[config.mk]
export PLATFORM = sky130hd
export DESIGN_NAME = mlacc_ctrl
export DESIGN_NICKNAME = d
export VERILOG_FILES = /design/src/source/mlacc_isa_pkg.sv /design/src/source/mlacc_ctrl_pkg.sv /design/src/source/mlacc_ctrl.sv /design/src/source/writeback_pipe.sv /design/src/source/offset_regfile.sv /design/src/source/vector_sequencer.sv /design/src/source/inst_fetch.sv
export VERILOG_INCLUDE_DIRS = /design/src /design/src/include
export SDC_FILE = /design/constraint.sdc
export NUM_CORES = 1
export LEC_CHECK = 0
export ABC_AREA = 1
export BUFFER_PORTS_ARGS = -buffer_cell sky130_fd_sc_hd__buf_2
export CELL_PAD_IN_SITES_DETAIL_PLACEMENT = 1
export CELL_PAD_IN_SITES_GLOBAL_PLACEMENT = 2
export CORE_MARGIN = 4
export CORE_UTILIZATION = 34
export CTS_CLUSTER_SIZE = 20
export DETAILED_ROUTE_END_ITERATION = 10
export PLACE_DENSITY_LB_ADDON = 0.12
export SYNTH_ARGS = -nofsm -noshare
export SYNTH_HDL_FRONTEND = slang
export SYNTH_SLANG_ARGS = --single-unit
[constraint.sdc]
create_clock -name in_clk -period 3.17 [get_ports in_clk]
set_input_delay 0.317 -clock in_clk [delete_from_list [all_inputs] [get_ports in_clk]]
set_output_delay 0.317 -clock in_clk [all_outputs]
set_load 0.02 [all_outputs]
[src/include/mlacc_cfg.svh]
`ifndef MLACC_CFG_SVH
`define MLACC_CFG_SVH

// address and offset word
`define MLACC_WORD_W 32
`define MLACC_PC_W 8
// element count field holds count minus one
`define MLACC_LEN_W 14
// base fields are stored as half addresses
`define MLACC_ENC_ADDR_W 31

// address stage to execute
`define MLACC_ISSUE_DEPTH 3
// execute to the write outputs
`define MLACC_RESULT_DEPTH 4

// one instruction latency of waiting after reset
`define MLACC_START_LATENCY 4
// four 32-bit lanes per step
`define MLACC_STEP_BYTES 16

`endif
[src/source/mlacc_isa_pkg.sv]
`default_nettype none

`include "mlacc_cfg.svh"

package mlacc_isa_pkg;

    typedef logic [127:0] inst_t;
    typedef logic [`MLACC_LEN_W-1:0] len_t;
    typedef logic [`MLACC_WORD_W-1:0] word_t;
    typedef logic [`MLACC_PC_W-1:0] pc_t;
    typedef logic [`MLACC_ENC_ADDR_W-1:0] enc_addr_t;

    // function codes, gaps are unused encodings
    typedef enum logic [3:0] {
        funct_nop   = 4'd0,
        funct_raddi = 4'd1,
        funct_vslt  = 4'd2,
        funct_vsub  = 4'd3,
        funct_vadd  = 4'd4,
        funct_vmul  = 4'd5,
        funct_vact0 = 4'd6,
        funct_vact1 = 4'd7,
        funct_vact2 = 4'd8,
        funct_vsslt = 4'd10,
        funct_loop  = 4'd13
    } funct_e;

    // offset registers reachable by raddi
    typedef enum logic [4:0] {
        reg_x_load  = 5'd2,
        reg_y_load  = 5'd3,
        reg_z_store = 5'd4
    } reg_idx_e;

    // field positions in the instruction word
    localparam int funct_hi = 127;
    localparam int funct_lo = 124;
    localparam int len_hi = 123;
    localparam int len_lo = 110;
    localparam int x_flag_bit = 95;
    localparam int y_flag_bit = 63;
    localparam int z_flag_bit = 31;
    localparam int x_base_lo = 64;
    localparam int y_base_lo = 32;
    localparam int z_base_lo = 0;
    localparam int imm_lo = 64;
    localparam int reg_idx_lo = 32;
    localparam int loop_end_lo = 64;
    localparam int loop_count_lo = 32;

    // encoded base field to byte address
    function automatic word_t base_addr(enc_addr_t field);
        return {field, 1'b0};
    endfunction

endpackage

`default_nettype wire

[src/source/mlacc_ctrl_pkg.sv]
`default_nettype none

package mlacc_ctrl_pkg;

    // index of the last active lane, 0 to 3
    typedef logic [1:0] lane_mask_t;

    // one step of a vector instruction as it travels down the pipeline
    typedef struct packed {
        mlacc_isa_pkg::funct_e   funct;
        logic                    we;
        lane_mask_t              lane_mask;
        // z address before the store offset
        mlacc_isa_pkg::word_t    addr_z;
        logic                    z_flag;
        mlacc_isa_pkg::reg_idx_e reg_idx;
        mlacc_isa_pkg::word_t    imm;
    } step_t;

    // operation seen by the datapath at execute
    typedef struct packed {
        mlacc_isa_pkg::funct_e funct;
        lane_mask_t            lane_mask;
    } issue_op_t;

    typedef struct packed {
        mlacc_isa_pkg::word_t x_load;
        mlacc_isa_pkg::word_t y_load;
        mlacc_isa_pkg::word_t z_store;
    } offsets_t;

endpackage

`default_nettype wire

[src/source/mlacc_ctrl.sv]
`timescale 1ns/1ps
`default_nettype none

module mlacc_ctrl (
    input  logic                      in_clk,
    input  logic                      in_reset,
    input  mlacc_isa_pkg::inst_t      in_inst,
    output mlacc_isa_pkg::pc_t        out_pc,
    output mlacc_isa_pkg::word_t      out_addr_x,
    output mlacc_isa_pkg::word_t      out_addr_y,
    output logic                      out_x_sel,
    output logic                      out_y_sel,
    output mlacc_ctrl_pkg::issue_op_t out_op,
    output logic                      out_we,
    output mlacc_isa_pkg::word_t      out_addr_z
);
    import mlacc_isa_pkg::*;
    import mlacc_ctrl_pkg::*;

    logic     inst_done;
    logic     fetch_advance;
    pc_t      word_pc;
    offsets_t offsets;
    step_t    step;
    step_t    step_exec;
    logic     step_valid;

    // pc of the word now on in_inst
    always_ff @(posedge in_clk) begin
        if (in_reset) begin
            word_pc <= '0;
        end else begin
            word_pc <= out_pc;
        end
    end

    inst_fetch u_inst_fetch (
        .in_clk        (in_clk),
        .in_reset      (in_reset),
        .inst          (in_inst),
        .inst_done     (inst_done),
        .fetch_advance (fetch_advance),
        .word_pc       (word_pc),
        .pc            (out_pc)
    );

    vector_sequencer u_vector_sequencer (
        .in_clk        (in_clk),
        .in_reset      (in_reset),
        .inst          (in_inst),
        .offsets       (offsets),
        .inst_done     (inst_done),
        .fetch_advance (fetch_advance),
        .addr_x        (out_addr_x),
        .addr_y        (out_addr_y),
        .x_sel         (out_x_sel),
        .y_sel         (out_y_sel),
        .step          (step),
        .step_valid    (step_valid)
    );

    offset_regfile u_offset_regfile (
        .in_clk     (in_clk),
        .in_reset   (in_reset),
        .step_in    (step),
        .step_valid (step_valid),
        .offsets    (offsets),
        .op         (out_op),
        .step_exec  (step_exec)
    );

    writeback_pipe u_writeback_pipe (
        .in_clk    (in_clk),
        .in_reset  (in_reset),
        .step_exec (step_exec),
        .offsets   (offsets),
        .we        (out_we),
        .addr_z    (out_addr_z)
    );

endmodule

`default_nettype wire

[src/source/writeback_pipe.sv]
`timescale 1ns/1ps
`default_nettype none

`include "mlacc_cfg.svh"

module writeback_pipe (
    input  logic                     in_clk,
    input  logic                     in_reset,
    input  mlacc_ctrl_pkg::step_t    step_exec,
    input  mlacc_ctrl_pkg::offsets_t offsets,
    output logic                     we,
    output mlacc_isa_pkg::word_t     addr_z
);
    import mlacc_isa_pkg::*;
    import mlacc_ctrl_pkg::*;

    logic  we_q [`MLACC_RESULT_DEPTH];
    word_t addr_q [`MLACC_RESULT_DEPTH];
    logic  z_flag_q;
    word_t addr_store;

    // store offset as it stands after any raddi at execute
    assign addr_store = z_flag_q ? addr_q[0] + offsets.z_store : addr_q[0];

    always_ff @(posedge in_clk) begin
        if (in_reset) begin
            for (int i = 0; i < `MLACC_RESULT_DEPTH; i++) begin
                we_q[i] <= 1'b0;
            end
        end else begin
            we_q[0] <= step_exec.we;
            for (int i = 1; i < `MLACC_RESULT_DEPTH; i++) begin
                we_q[i] <= we_q[i-1];
            end
        end
    end

    always_ff @(posedge in_clk) begin
        addr_q[0] <= step_exec.addr_z;
        z_flag_q <= step_exec.z_flag;
        addr_q[1] <= addr_store;
        for (int i = 2; i < `MLACC_RESULT_DEPTH; i++) begin
            addr_q[i] <= addr_q[i-1];
        end
    end

    assign we = we_q[`MLACC_RESULT_DEPTH-1];
    assign addr_z = addr_q[`MLACC_RESULT_DEPTH-1];

endmodule

`default_nettype wire

[src/source/offset_regfile.sv]
`timescale 1ns/1ps
`default_nettype none

`include "mlacc_cfg.svh"

module offset_regfile (
    input  logic                      in_clk,
    input  logic                      in_reset,
    input  mlacc_ctrl_pkg::step_t     step_in,
    input  logic                      step_valid,
    output mlacc_ctrl_pkg::offsets_t  offsets,
    output mlacc_ctrl_pkg::issue_op_t op,
    output mlacc_ctrl_pkg::step_t     step_exec
);
    import mlacc_isa_pkg::*;
    import mlacc_ctrl_pkg::*;

    // step records from the address stage to execute
    step_t delay_q [`MLACC_ISSUE_DEPTH];
    logic  is_raddi;

    always_ff @(posedge in_clk) begin
        if (in_reset) begin
            for (int i = 0; i < `MLACC_ISSUE_DEPTH; i++) begin
                delay_q[i] <= step_t'('0);
            end
        end else begin
            // startup steps enter as nops
            delay_q[0] <= step_valid ? step_in : step_t'('0);
            for (int i = 1; i < `MLACC_ISSUE_DEPTH; i++) begin
                delay_q[i] <= delay_q[i-1];
            end
        end
    end

    assign step_exec = delay_q[`MLACC_ISSUE_DEPTH-1];

    assign op.funct = step_exec.funct;
    assign op.lane_mask = step_exec.lane_mask;

    assign is_raddi = (step_exec.funct == funct_raddi);

    // new value is seen by addresses from the next cycle on
    always_ff @(posedge in_clk) begin
        if (in_reset) begin
            offsets <= offsets_t'('0);
        end else if (is_raddi) begin
            case (step_exec.reg_idx)
                reg_x_load:  offsets.x_load <= offsets.x_load + step_exec.imm;
                reg_y_load:  offsets.y_load <= offsets.y_load + step_exec.imm;
                reg_z_store: offsets.z_store <= offsets.z_store + step_exec.imm;
                default: ;
            endcase
        end
    end

    // index decoded at fetch must name a real offset register
    assert property (@(posedge in_clk) disable iff (in_reset)
        is_raddi |-> (step_exec.reg_idx inside {reg_x_load, reg_y_load, reg_z_store}));

endmodule

`default_nettype wire

[src/source/vector_sequencer.sv]
`timescale 1ns/1ps
`default_nettype none

`include "mlacc_cfg.svh"

module vector_sequencer (
    input  logic                     in_clk,
    input  logic                     in_reset,
    input  mlacc_isa_pkg::inst_t     inst,
    input  mlacc_ctrl_pkg::offsets_t offsets,
    output logic                     inst_done,
    output logic                     fetch_advance,
    output mlacc_isa_pkg::word_t     addr_x,
    output mlacc_isa_pkg::word_t     addr_y,
    output logic                     x_sel,
    output logic                     y_sel,
    output mlacc_ctrl_pkg::step_t    step,
    output logic                     step_valid
);
    import mlacc_isa_pkg::*;
    import mlacc_ctrl_pkg::*;

    // instruction being stepped
    funct_e   funct;
    len_t     len;
    word_t    cur_x;
    word_t    cur_y;
    word_t    cur_z;
    logic     x_flag;
    logic     y_flag;
    logic     z_flag;
    word_t    imm;
    reg_idx_e reg_idx;
    logic     cur_valid;

    // word on the instruction bus
    funct_e   in_funct;
    len_t     in_len;
    logic     in_short;
    logic     last_step;
    logic     next_last;

    assign in_funct = funct_e'(inst[funct_hi:funct_lo]);
    assign in_len = inst[len_hi:len_lo];

    // words that finish in a single step
    assign in_short = (in_funct inside {funct_raddi, funct_loop})
        || (in_len[`MLACC_LEN_W-1:2] == '0);

    assign last_step = (len[`MLACC_LEN_W-1:2] == '0);
    assign next_last = (len[`MLACC_LEN_W-1:2] == 'd1);

    assign inst_done = last_step;
    // fetch one cycle ahead so the next word is waiting at the last step
    assign fetch_advance = (inst_done && in_short) || next_last;

    assign addr_x = cur_x + (x_flag ? offsets.x_load : '0);
    assign addr_y = cur_y + (y_flag ? offsets.y_load : '0);

    assign step_valid = cur_valid;

    always_comb begin
        step.funct = funct;
        step.we = !(funct inside {funct_nop, funct_raddi, funct_loop});
        step.lane_mask = last_step ? len[1:0] : 2'd3;
        step.addr_z = cur_z;
        step.z_flag = z_flag;
        step.reg_idx = reg_idx;
        step.imm = imm;
    end

    always_ff @(posedge in_clk) begin
        if (in_reset) begin
            // wait out the first fetch as if a nop were running
            funct <= funct_nop;
            len <= len_t'(`MLACC_START_LATENCY);
            cur_x <= '0;
            cur_y <= '0;
            cur_z <= '0;
            x_sel <= 1'b0;
            y_sel <= 1'b0;
            x_flag <= 1'b0;
            y_flag <= 1'b0;
            z_flag <= 1'b0;
            cur_valid <= 1'b0;
        end else if (inst_done) begin
            funct <= in_funct;
            len <= in_len;
            cur_x <= base_addr(inst[x_base_lo +: `MLACC_ENC_ADDR_W]);
            cur_y <= base_addr(inst[y_base_lo +: `MLACC_ENC_ADDR_W]);
            cur_z <= base_addr(inst[z_base_lo +: `MLACC_ENC_ADDR_W]);
            // memory select is the top bit of the base field
            x_sel <= inst[x_base_lo + `MLACC_ENC_ADDR_W - 1];
            y_sel <= inst[y_base_lo + `MLACC_ENC_ADDR_W - 1];
            x_flag <= inst[x_flag_bit];
            y_flag <= inst[y_flag_bit];
            z_flag <= inst[z_flag_bit];
            cur_valid <= 1'b1;
        end else begin
            len <= len - len_t'(4);
            cur_x <= cur_x + `MLACC_STEP_BYTES;
            // scalar operand of vsslt stays put
            if (funct != funct_vsslt) begin
                cur_y <= cur_y + `MLACC_STEP_BYTES;
            end
            cur_z <= cur_z + `MLACC_STEP_BYTES;
        end
    end

    // raddi operands, only meaningful once a word is latched
    always_ff @(posedge in_clk) begin
        if (inst_done) begin
            imm <= inst[imm_lo +: `MLACC_WORD_W];
            reg_idx <= reg_idx_e'(inst[reg_idx_lo +: 5]);
        end
    end

    // an early fetch always lands one cycle before the last step
    assert property (@(posedge in_clk) disable iff (in_reset)
        (fetch_advance && !inst_done) |=> inst_done);

endmodule

`default_nettype wire

[src/source/inst_fetch.sv]
`timescale 1ns/1ps
`default_nettype none

`include "mlacc_cfg.svh"

module inst_fetch (
    input  logic                 in_clk,
    input  logic                 in_reset,
    input  mlacc_isa_pkg::inst_t inst,
    input  logic                 inst_done,
    input  logic                 fetch_advance,
    input  mlacc_isa_pkg::pc_t   word_pc,
    output mlacc_isa_pkg::pc_t   pc
);
    import mlacc_isa_pkg::*;

    pc_t   fetch_pc;
    pc_t   loop_begin;
    pc_t   loop_end;
    // iterations still to run
    word_t loop_n;
    logic  loop_load;
    logic  should_jump;

    assign loop_load = inst_done && (funct_e'(inst[funct_hi:funct_lo]) == funct_loop);

    // back to the loop start when the end of the block is fetched
    assign should_jump = (loop_n != '0) && (fetch_pc == loop_end);
    assign pc = should_jump ? loop_begin : fetch_pc + 1'b1;

    always_ff @(posedge in_clk) begin
        if (in_reset) begin
            fetch_pc <= '0;
        end else if (fetch_advance) begin
            fetch_pc <= pc;
        end
    end

    always_ff @(posedge in_clk) begin
        if (in_reset) begin
            loop_begin <= '0;
            loop_end <= '0;
            loop_n <= '0;
        end else if (loop_load) begin
            // block starts right after the loop word
            loop_begin <= word_pc + 1'b1;
            loop_end <= inst[loop_end_lo +: `MLACC_PC_W];
            loop_n <= inst[loop_count_lo +: `MLACC_WORD_W];
        end else if (fetch_advance && should_jump) begin
            loop_n <= loop_n - 1'b1;
        end
    end

    // an exhausted count stays at zero until a new loop word arrives
    assert property (@(posedge in_clk) disable iff (in_reset)
        (loop_n == '0 && !loop_load) |=> loop_n == '0);

endmodule

`default_nettype wire

==> results.py, run 1 <==
metrics = {
    "die": {
        "rows": 122,
        "die_area_um2": 117000,
        "initial_core_util_pct": 34.3,
        "io_pins": 243,
        "fp.dieH_um": 342,
        "core_area_um2": 111000,
        "die_x_um": 342,
    },
    "routing": {
        "drtAntennaViolNets": 0,
        "viasPerCell": 4.79,
        "firstDrtPassIters": 5,
        "wire_per_inst_um": 18.5,
        "drc": 0,
        "routed_wl_um": 143000,
        "first_iter_violations": 1820,
        "num_vias": 36900,
    },
    "placement": {
        "dp_hpwl_um": 111000,
        "dp_cells": 7403,
        "place_ws_ps": 109,
        "io_buffers": 228,
        "gp_congestion": 0.906,
        "place_area_um2": 40900,
    },
    "outcome": {
        "status": "finished, violations left",
        "violations": "negative setup slack",
    },
    "setup_path": {
        "cpMostUsedCell": "inv_2",
        "arrival_ps": 2960,
        "end_kind": "primary output",
        "critPathMaxStageDelay_ps": 390,
        "critPathTopFamily": "adder cells",
        "path_max_fanout": 4,
        "slowest_stage": "dfxtp_4",
        "path_cells": "nand2_4, inv_2, ha_4, inv_2, fa_2, nand3b_1, nand2_2, a21boi_4, buf_6, o211ai_1, xor2_1, buf_4",
        "required_ps": 2850,
        "crit_path_start_kind": "flip-flop",
        "reg2reg_to": "u_vector_sequencer.cur_y[2]",
        "cp_num_buf_inv": 4,
        "timing.rr.start": "u_vector_sequencer.len[2]",
        "reg2regPathDepth": 11,
        "r2r_setup_slack_ps": 500,
        "path_class": "reg -> out",
    },
    "timing": {
        "drv_slew": 0,
        "fmax_mhz": 305,
        "fin_crit_sh_pct": 103,
        "relSlewSlack_pct": 36.3,
        "rsz0062_at_grt": "true",
        "worst_slack_ps": -106,
        "clock_skew_ps": 37.9,
        "fin_setup_tns_ps": -178,
        "setup_viol": 3,
        "tightestPinTransition_ps": 955,
        "period_minus_slack_ps": 3280,
        "hold_viol": 0,
    },
    "flow_run": {
        "maxCapViolations": 0,
    },
    "power_and_ir_drop": {
        "irDropWorstVdd_v": 0.000695,
        "p_clk_share_pct": 30.6,
        "netSwitchingFraction_pct": 38.9,
        "switchingPower_mw": 12.7,
        "power_density_nw_per_um2": 693,
        "internal-power_mw": 19.9,
        "power.leakage_nw": 23.4,
        "combPwrFrac_pct": 36.1,
        "p_seq_share_pct": 33.3,
    },
    "synth": {
        "yosysSeqAreaShare_pct": 36.5,
        "yosys_register_bits": 674,
        "avgSynthCellArea_um2": 6.58,
        "synth_area_leader_cell": "dfxtp_1",
        "synth_edf_count": 37,
        "synthFlopType": "dfxtp_1",
        "syn_area_um2": 38000,
        "yosys_warnings": 0,
        "synthesis.nets": 6098,
        "ys_types": 49,
        "synth_top_area_share_pct": 33.6,
        "yosys-top-cells-area": "dfxtp_1 34%, nand2_1 16%, inv_1 10%",
        "postSynth.asyncResetShare_pct": 0,
        "netlist_instances": 5770,
    },
    "min_path": {
        "hold_path_end": "u_inst_fetch.loop_n[10]",
        "hp-start": "in_inst[42]",
        "min_path_cells": 5,
        "min_path_type": "in -> reg",
    },
    "finish": {
        "layout.nets": 6467,
        "regArea_um2": 13900,
        "multi_input_area_um2": 21500,
        "drive_above_1_share_pct": 12.9,
        "stdcell_count": 7694,
        "fin_area_um2": 47100,
        "area.growth.synth_to_final_pct": 24.0,
        "nFillCells": 14200,
        "finish.utilization_pct": 42.5,
    },
    "clock_network": {
        "cts_sinks": 674,
        "cts_tree": "done",
        "clockRootBuffer": "clkbuf_16",
        "clockBufferDepth": 3,
        "cts_buffers": 80,
        "insertion_delay_ps": 660,
        "h-tree-depth": 3,
        "clk_pin_slew_ps": 60,
    },
    "global_route": {
        "grt_max_degree": 138,
        "grt_first_pass_wirelength_um": 217000,
        "grt_antenna_before_repair": 2,
        "grt_pass1_vias": 37400,
        "grt_overflow": 0,
        "grt_use_total_pct": 23.8,
    },
}
-- metal layers --
| layer | up-vias | share of wire, % | GRT usage, % |
|---|---|---|---|
| met1 | 17600 | 47 | 31.6 |
| met3 | 147 | 2.9 | 2.72 |
| met4 | 0 | 2.4 | 5.41 |
| met5 | - | 0 | 0 |
| li1 | 18700 | - | - |
| met2 | 445 | 48 | 41.4 |
-- per-stage QoR --
step	hold slack, ps	total power, mW
2_1_floorplan	310	18.2
3_3_place_gp	310	21.6
3_5_place_dp	313	21.6
4_1_cts	1.45	32.5
5_1_grt	31.9	35.0
6_report	34.8	32.6
-- cells in the mapped netlist, drive strengths merged, types with 13 or more instances --
library cell and number:
o211ai 36, dfxtp 637, clkbuf 76, nand3 368, nor2 731, nand2 1622
a21oi 252, edfxtp 37, buf 57, or2 18, xnor2 53, o21ai 242
o21a 50, o21bai 41, ha 192, nor3 60, inv 1029, nand4 63
nor4 13, nand3b 25, xor2 108
-- power by group through the flow --
stage          Clock (mW)  Combinational (mW)  Sequential (mW)
2_1_floorplan           0                7.75             10.5
3_3_place_gp            0                10.8             10.9
3_5_place_dp            0                10.7             10.9
4_1_cts              10.3                11.4             10.8
5_1_grt              10.6                13.4             11.0
6_report             10.0                11.8             10.9
-- what timing repair did --
action                                  CTS  global route
hold buffers                             94             0
endpoints found under the setup margin   52            43
cloned                                    1             1
pin swaps                                27            79
resized for setup                       207           281
setup buffers                            19            27
hold endpoints to repair                149             0
-- placed cells by master, fill, tap and decap left out, types with 50 or more instances in the layout --
cell type,netlist,routed
buf_4,12,96
buf_2,40,199
nor2_1,719,674
nand4_1,63,63
dlygate4sd3_1,0,94
clkbuf_16,0,83
ha_4,0,51
inv_1,1025,1002
nand2_1,1614,1553
ha_1,192,138
o21ai_0,222,191
xor2_1,108,102
nand3_1,368,350
dfxtp_1,637,629
a21oi_1,252,211
o21a_1,50,50
xnor2_1,53,52
-- worst min-delay path, stage by stage --
cell and delay [ps]:
buf_2 120, nand2_1 60, nand2_1 50, nand2_1 60, a21oi_1 50
-- cell families (layout without fill, tap and decap cells) --
family	count (synthesis)	count (layout)	synth area share [%]
and+or+nand+nor	2906	2906	31.4
DFF	674	674	36.5
adders and majority gates	198	198	6.64
buffers and inverters	1164	1599	11.8
other	0	1	0
AOI/OAI and AO/OA	667	667	9.94
xor gates and xnor gates	161	161	3.71
-- final cells by class --
| class | count | share of cell area [%] |
|---|---|---|
| diodes | 1 | 0.00532 |
| clock buffers | 114 | 4.91 |
| clock inverters | 34 | 1.20 |
| inverters | 1031 | 8.24 |
| multi-input cells | 3932 | 45.6 |
| flip-flops and latches | 674 | 29.5 |
| well taps | 1488 | 3.96 |
| repair buffers | 420 | 6.61 |
-- worst max-delay path by stage --
stage	from	to	slack, ps	cells after the start
5_1_grt	u_vector_sequencer.y_flag	out_addr_y[21]	-180	12
6_report	u_vector_sequencer.y_flag	out_addr_y[23]	-110	12
3_3_place_gp	u_vector_sequencer.y_flag	out_addr_y[19]	90	11
3_5_place_dp	u_vector_sequencer.y_flag	out_addr_y[19]	110	11
2_1_floorplan	u_vector_sequencer.y_flag	out_addr_y[19]	150	14
4_1_cts	u_vector_sequencer.y_flag	out_addr_y[19]	-110	13
-- registers in the layout (all words and copies together), names as in the netlist, 8 cells and up --
register                  cells
u_offset_regfile.offsets     96
word_pc                       8
u_vector_sequencer.imm       32
u_writeback_pipe.addr_q     127
u_vector_sequencer.len       14
u_vector_sequencer.cur_y     31
u_inst_fetch.loop_begin       8
u_inst_fetch.fetch_pc         8
u_inst_fetch.loop_n          32
u_vector_sequencer.cur_z     31
u_vector_sequencer.cur_x     31
u_inst_fetch.loop_end         8
u_offset_regfile.delay_q    228
Power figures use the tool's default switching activity.
==> inputs of run 2 (changes only) <==
ABC_AREA = not set   (was 1)
CORE_UTILIZATION = 38   (was 34)
GPL_TIMING_DRIVEN = 0   (was not set)
==> run 2 against run 1 <==
  * Setup slack worse by 1000 ps
  * The run still ends with negative setup slack left
  * Largest cell class unchanged
  * Clock power shrank 9%
  * First-iteration DRC count decreased by 29%
  * Synthesized area shrank 18%
==> results.py, run 2 <==
metrics = {
    "global_route": {
        "grt_overflow": 0,
        "grt_antenna_before_repair": 4,
        "grt_pass1_vias": 28200,
        "grt_max_degree": 47,
        "grt_use_total_pct": 25.5,
        "grt_first_pass_wirelength_um": 169000,
    },
    "synth": {
        "syn_area_um2": 31100,
        "synth_common_cells": "637 x dfxtp_1, 310 x nand2_1, 277 x nor2_1, 262 x a21oi_1, 192 x ha_1",
        "yosys_warnings": 0,
        "synth-simple-area-share_pct": 19.7,
        "synthesis.nets": 3701,
        "ys_types": 81,
        "synth_xor_area_share_pct": 7.80,
        "yosysMostFrequentCell": "dfxtp_1",
        "synth_top_family_by_area": "simple AND/OR/NAND/NOR gates",
        "netlist_instances": 3373,
        "synthFlopType": "dfxtp_1",
        "yosys_register_bits": 674,
        "synth-compound-area-share_pct": 16.2,
        "avgSynthCellArea_um2": 9.23,
        "synth_edf_count": 37,
        "synth_top_area_share_pct": 41.0,
        "yosys-top-cells-area": "dfxtp_1 41%, ha_1 7.7%, xnor2_1 4.8%",
        "synth_adder_area_share_pct": 8.11,
        "synth.area.mux_share_pct": 1.18,
        "postSynth.asyncResetShare_pct": 0,
        "yosysSeqAreaShare_pct": 44.6,
        "synth_area_leader_cell": "dfxtp_1",
    },
    "timing": {
        "drv_slew": 0,
        "fin_crit_sh_pct": 136,
        "holdWs_ps": 23.6,
        "hold_viol": 0,
        "period_minus_slack_ps": 4310,
        "rsz0062_at_grt": "true",
        "fmax_mhz": 232,
        "clock_skew_ps": 29.6,
        "worst_slack_ps": -1140,
        "fin_setup_tns_ps": -52080,
        "tightestPinTransition_ps": 1160,
        "setup_viol": 109,
        "relSlewSlack_pct": 22.7,
    },
    "routing": {
        "drc": 0,
        "num_vias": 26700,
        "viasPerCell": 5.30,
        "firstDrtPassIters": 6,
        "routed_wl_um": 114000,
        "wire_per_inst_um": 22.5,
        "first_iter_violations": 1286,
        "drtAntennaViolNets": 0,
    },
    "die": {
        "initial_core_util_pct": 38.5,
        "fp.dieH_um": 294,
        "rows": 104,
        "die_area_um2": 86500,
        "core_area_um2": 80800,
        "die_x_um": 294,
        "io_pins": 243,
    },
    "placement": {
        "dp_hpwl_um": 84500,
        "place_ws_ps": -1200,
        "gp_congestion": 0.875,
        "io_buffers": 227,
    },
    "clock_network": {
        "cts_sinks": 674,
        "clockRootBuffer": "clkbuf_16",
        "insertion_delay_ps": 630,
        "clockBufferDepth": 3,
        "clk_pin_slew_ps": 60,
        "h-tree-depth": 3,
        "cts_tree": "done",
        "cts_buffers": 77,
    },
    "outcome": {
        "violations": "negative setup slack",
        "status": "finished, violations left",
    },
    "power_and_ir_drop": {
        "fin_total_pwr_mw": 31.2,
        "power_density_nw_per_um2": 754,
        "power.leakage_nw": 17.2,
        "irDropWorstVdd_v": 0.00127,
    },
    "setup_path": {
        "required_ps": 2850,
        "path_class": "reg -> out",
        "end_kind": "primary output",
        "path_max_fanout": 4,
        "arrival_ps": 3990,
        "crit_path_start_kind": "flip-flop",
    },
    "finish": {
        "regMostFlops": "u_offset_regfile.delay_q",
        "drive_above_1_share_pct": 23.5,
        "final_common_cell": "dfxtp_1",
        "area.growth.synth_to_final_pct": 32.9,
        "layout.nets": 4247,
        "layout_common_cells": "602 x dfxtp_1, 295 x nand2_1, 266 x nor2_1, 219 x a21oi_1, 182 x nor2b_1",
        "largestRegisters": "u_offset_regfile.delay_q: 228 flops, u_writeback_pipe.addr_q: 127 flops, u_offset_regfile.offsets: 96 flops",
        "largest_register_ffs": 228,
    },
    "flow_run": {
        "maxCapViolations": 0,
    },
    "min_path": {
        "min_path_type": "in -> reg",
    },
}
-- run 2: stage by stage --
step	util (%)	instances	instance area, µm²
finish	51.2	5045	41400
floorplan	-	3373	31600
CTS	49.4	4994	39900
global placement	42.2	4660	34100
detailed placement	42.2	4662	34100
global route	51.2	5043	41400
-- run 2: cell families (layout without fill, tap and decap cells) --
group / after synthesis / in the layout
other: 0 / 2
multiplexers: 34 / 34
AO/OA/AOI/OAI: 778 / 778
adder cells (fa/ha/maj): 198 / 198
buffers and inverters: 196 / 805
flip-flops: 674 / 674
AND/OR/NAND/NOR: 1216 / 1217
XOR/XNOR: 277 / 277
-- run 2: path summary, 6_finish.rpt --
kind / slack [ps] / from / endpoint / depth (start not counted)
min: 20 / in_inst[10] / u_vector_sequencer.cur_z[11] / 3
max reg2reg: -670 / u_inst_fetch.loop_n[15] / u_inst_fetch.loop_n[29] / 10
max: -1140 / u_offset_regfile.offsets[33] / out_addr_y[29] / 16
min reg2reg: 320 / u_writeback_pipe.addr_q[1][20] / u_writeback_pipe.addr_q[2][20] / 0
-- run 2: area by class of cell --
| cell class | instances | area, µm² |
|---|---|---|
| Fill cell | 9012 | 39400 |
| Tap cell | 1060 | 1330 |
| Timing Repair Buffer | 472 | 3690 |
| Clock inverter | 35 | 427 |
| Multi-Input combinational cell | 2504 | 19000 |
| Buffer | 135 | 637 |
| Inverter | 55 | 206 |
| Clock buffer | 108 | 2150 |
| Sequential cell | 674 | 13900 |
| Antenna cell | 2 | 5.00 |
-- run 2: power breakdown --
| group | leakage [nW] | switching (mW) | total [mW] | internal (mW) |
|---|---|---|---|---|
| registers | 5.50 | 1.09 | 10.7 | 9.57 |
| logic | 10.5 | 6.12 | 11.5 | 5.37 |
| clock network | 1.26 | 3.75 | 9.05 | 5.31 |
-- run 2: layer usage --
metal  vias up  wire length, µm  GRT usage (%)
met4         0             3360           7.33
met2       481            54700           43.7
li1      12900                -              -
met3       167             3700           3.23
met5         -                0              0
met1     13200            51900           33.8
-- run 2: critical path, stage by stage, from the launching register on --
cell,delay [ps]
dfxtp_1,450
and2_4,200
ha_4,130
inv_2,30
fa_2,360
nor2b_2,140
o2111a_2,240
o31ai_4,80
a311oi_4,440
o31ai_4,130
o211ai_1,180
buf_4,170
a211oi_4,70
or2_4,270
o21bai_4,170
xor2_4,170
buf_6,140
-- run 2: what timing repair did --
item / in CTS / in global routing
buffers inserted: 96 / 68
gates resized for setup: 373 / 247
hold buffers: 92 / 0
pin swaps: 147 / 150
cloned: 4 / 0
endpoints found under the hold margin: 132 / 0
setup endpoints to repair: 353 / 151
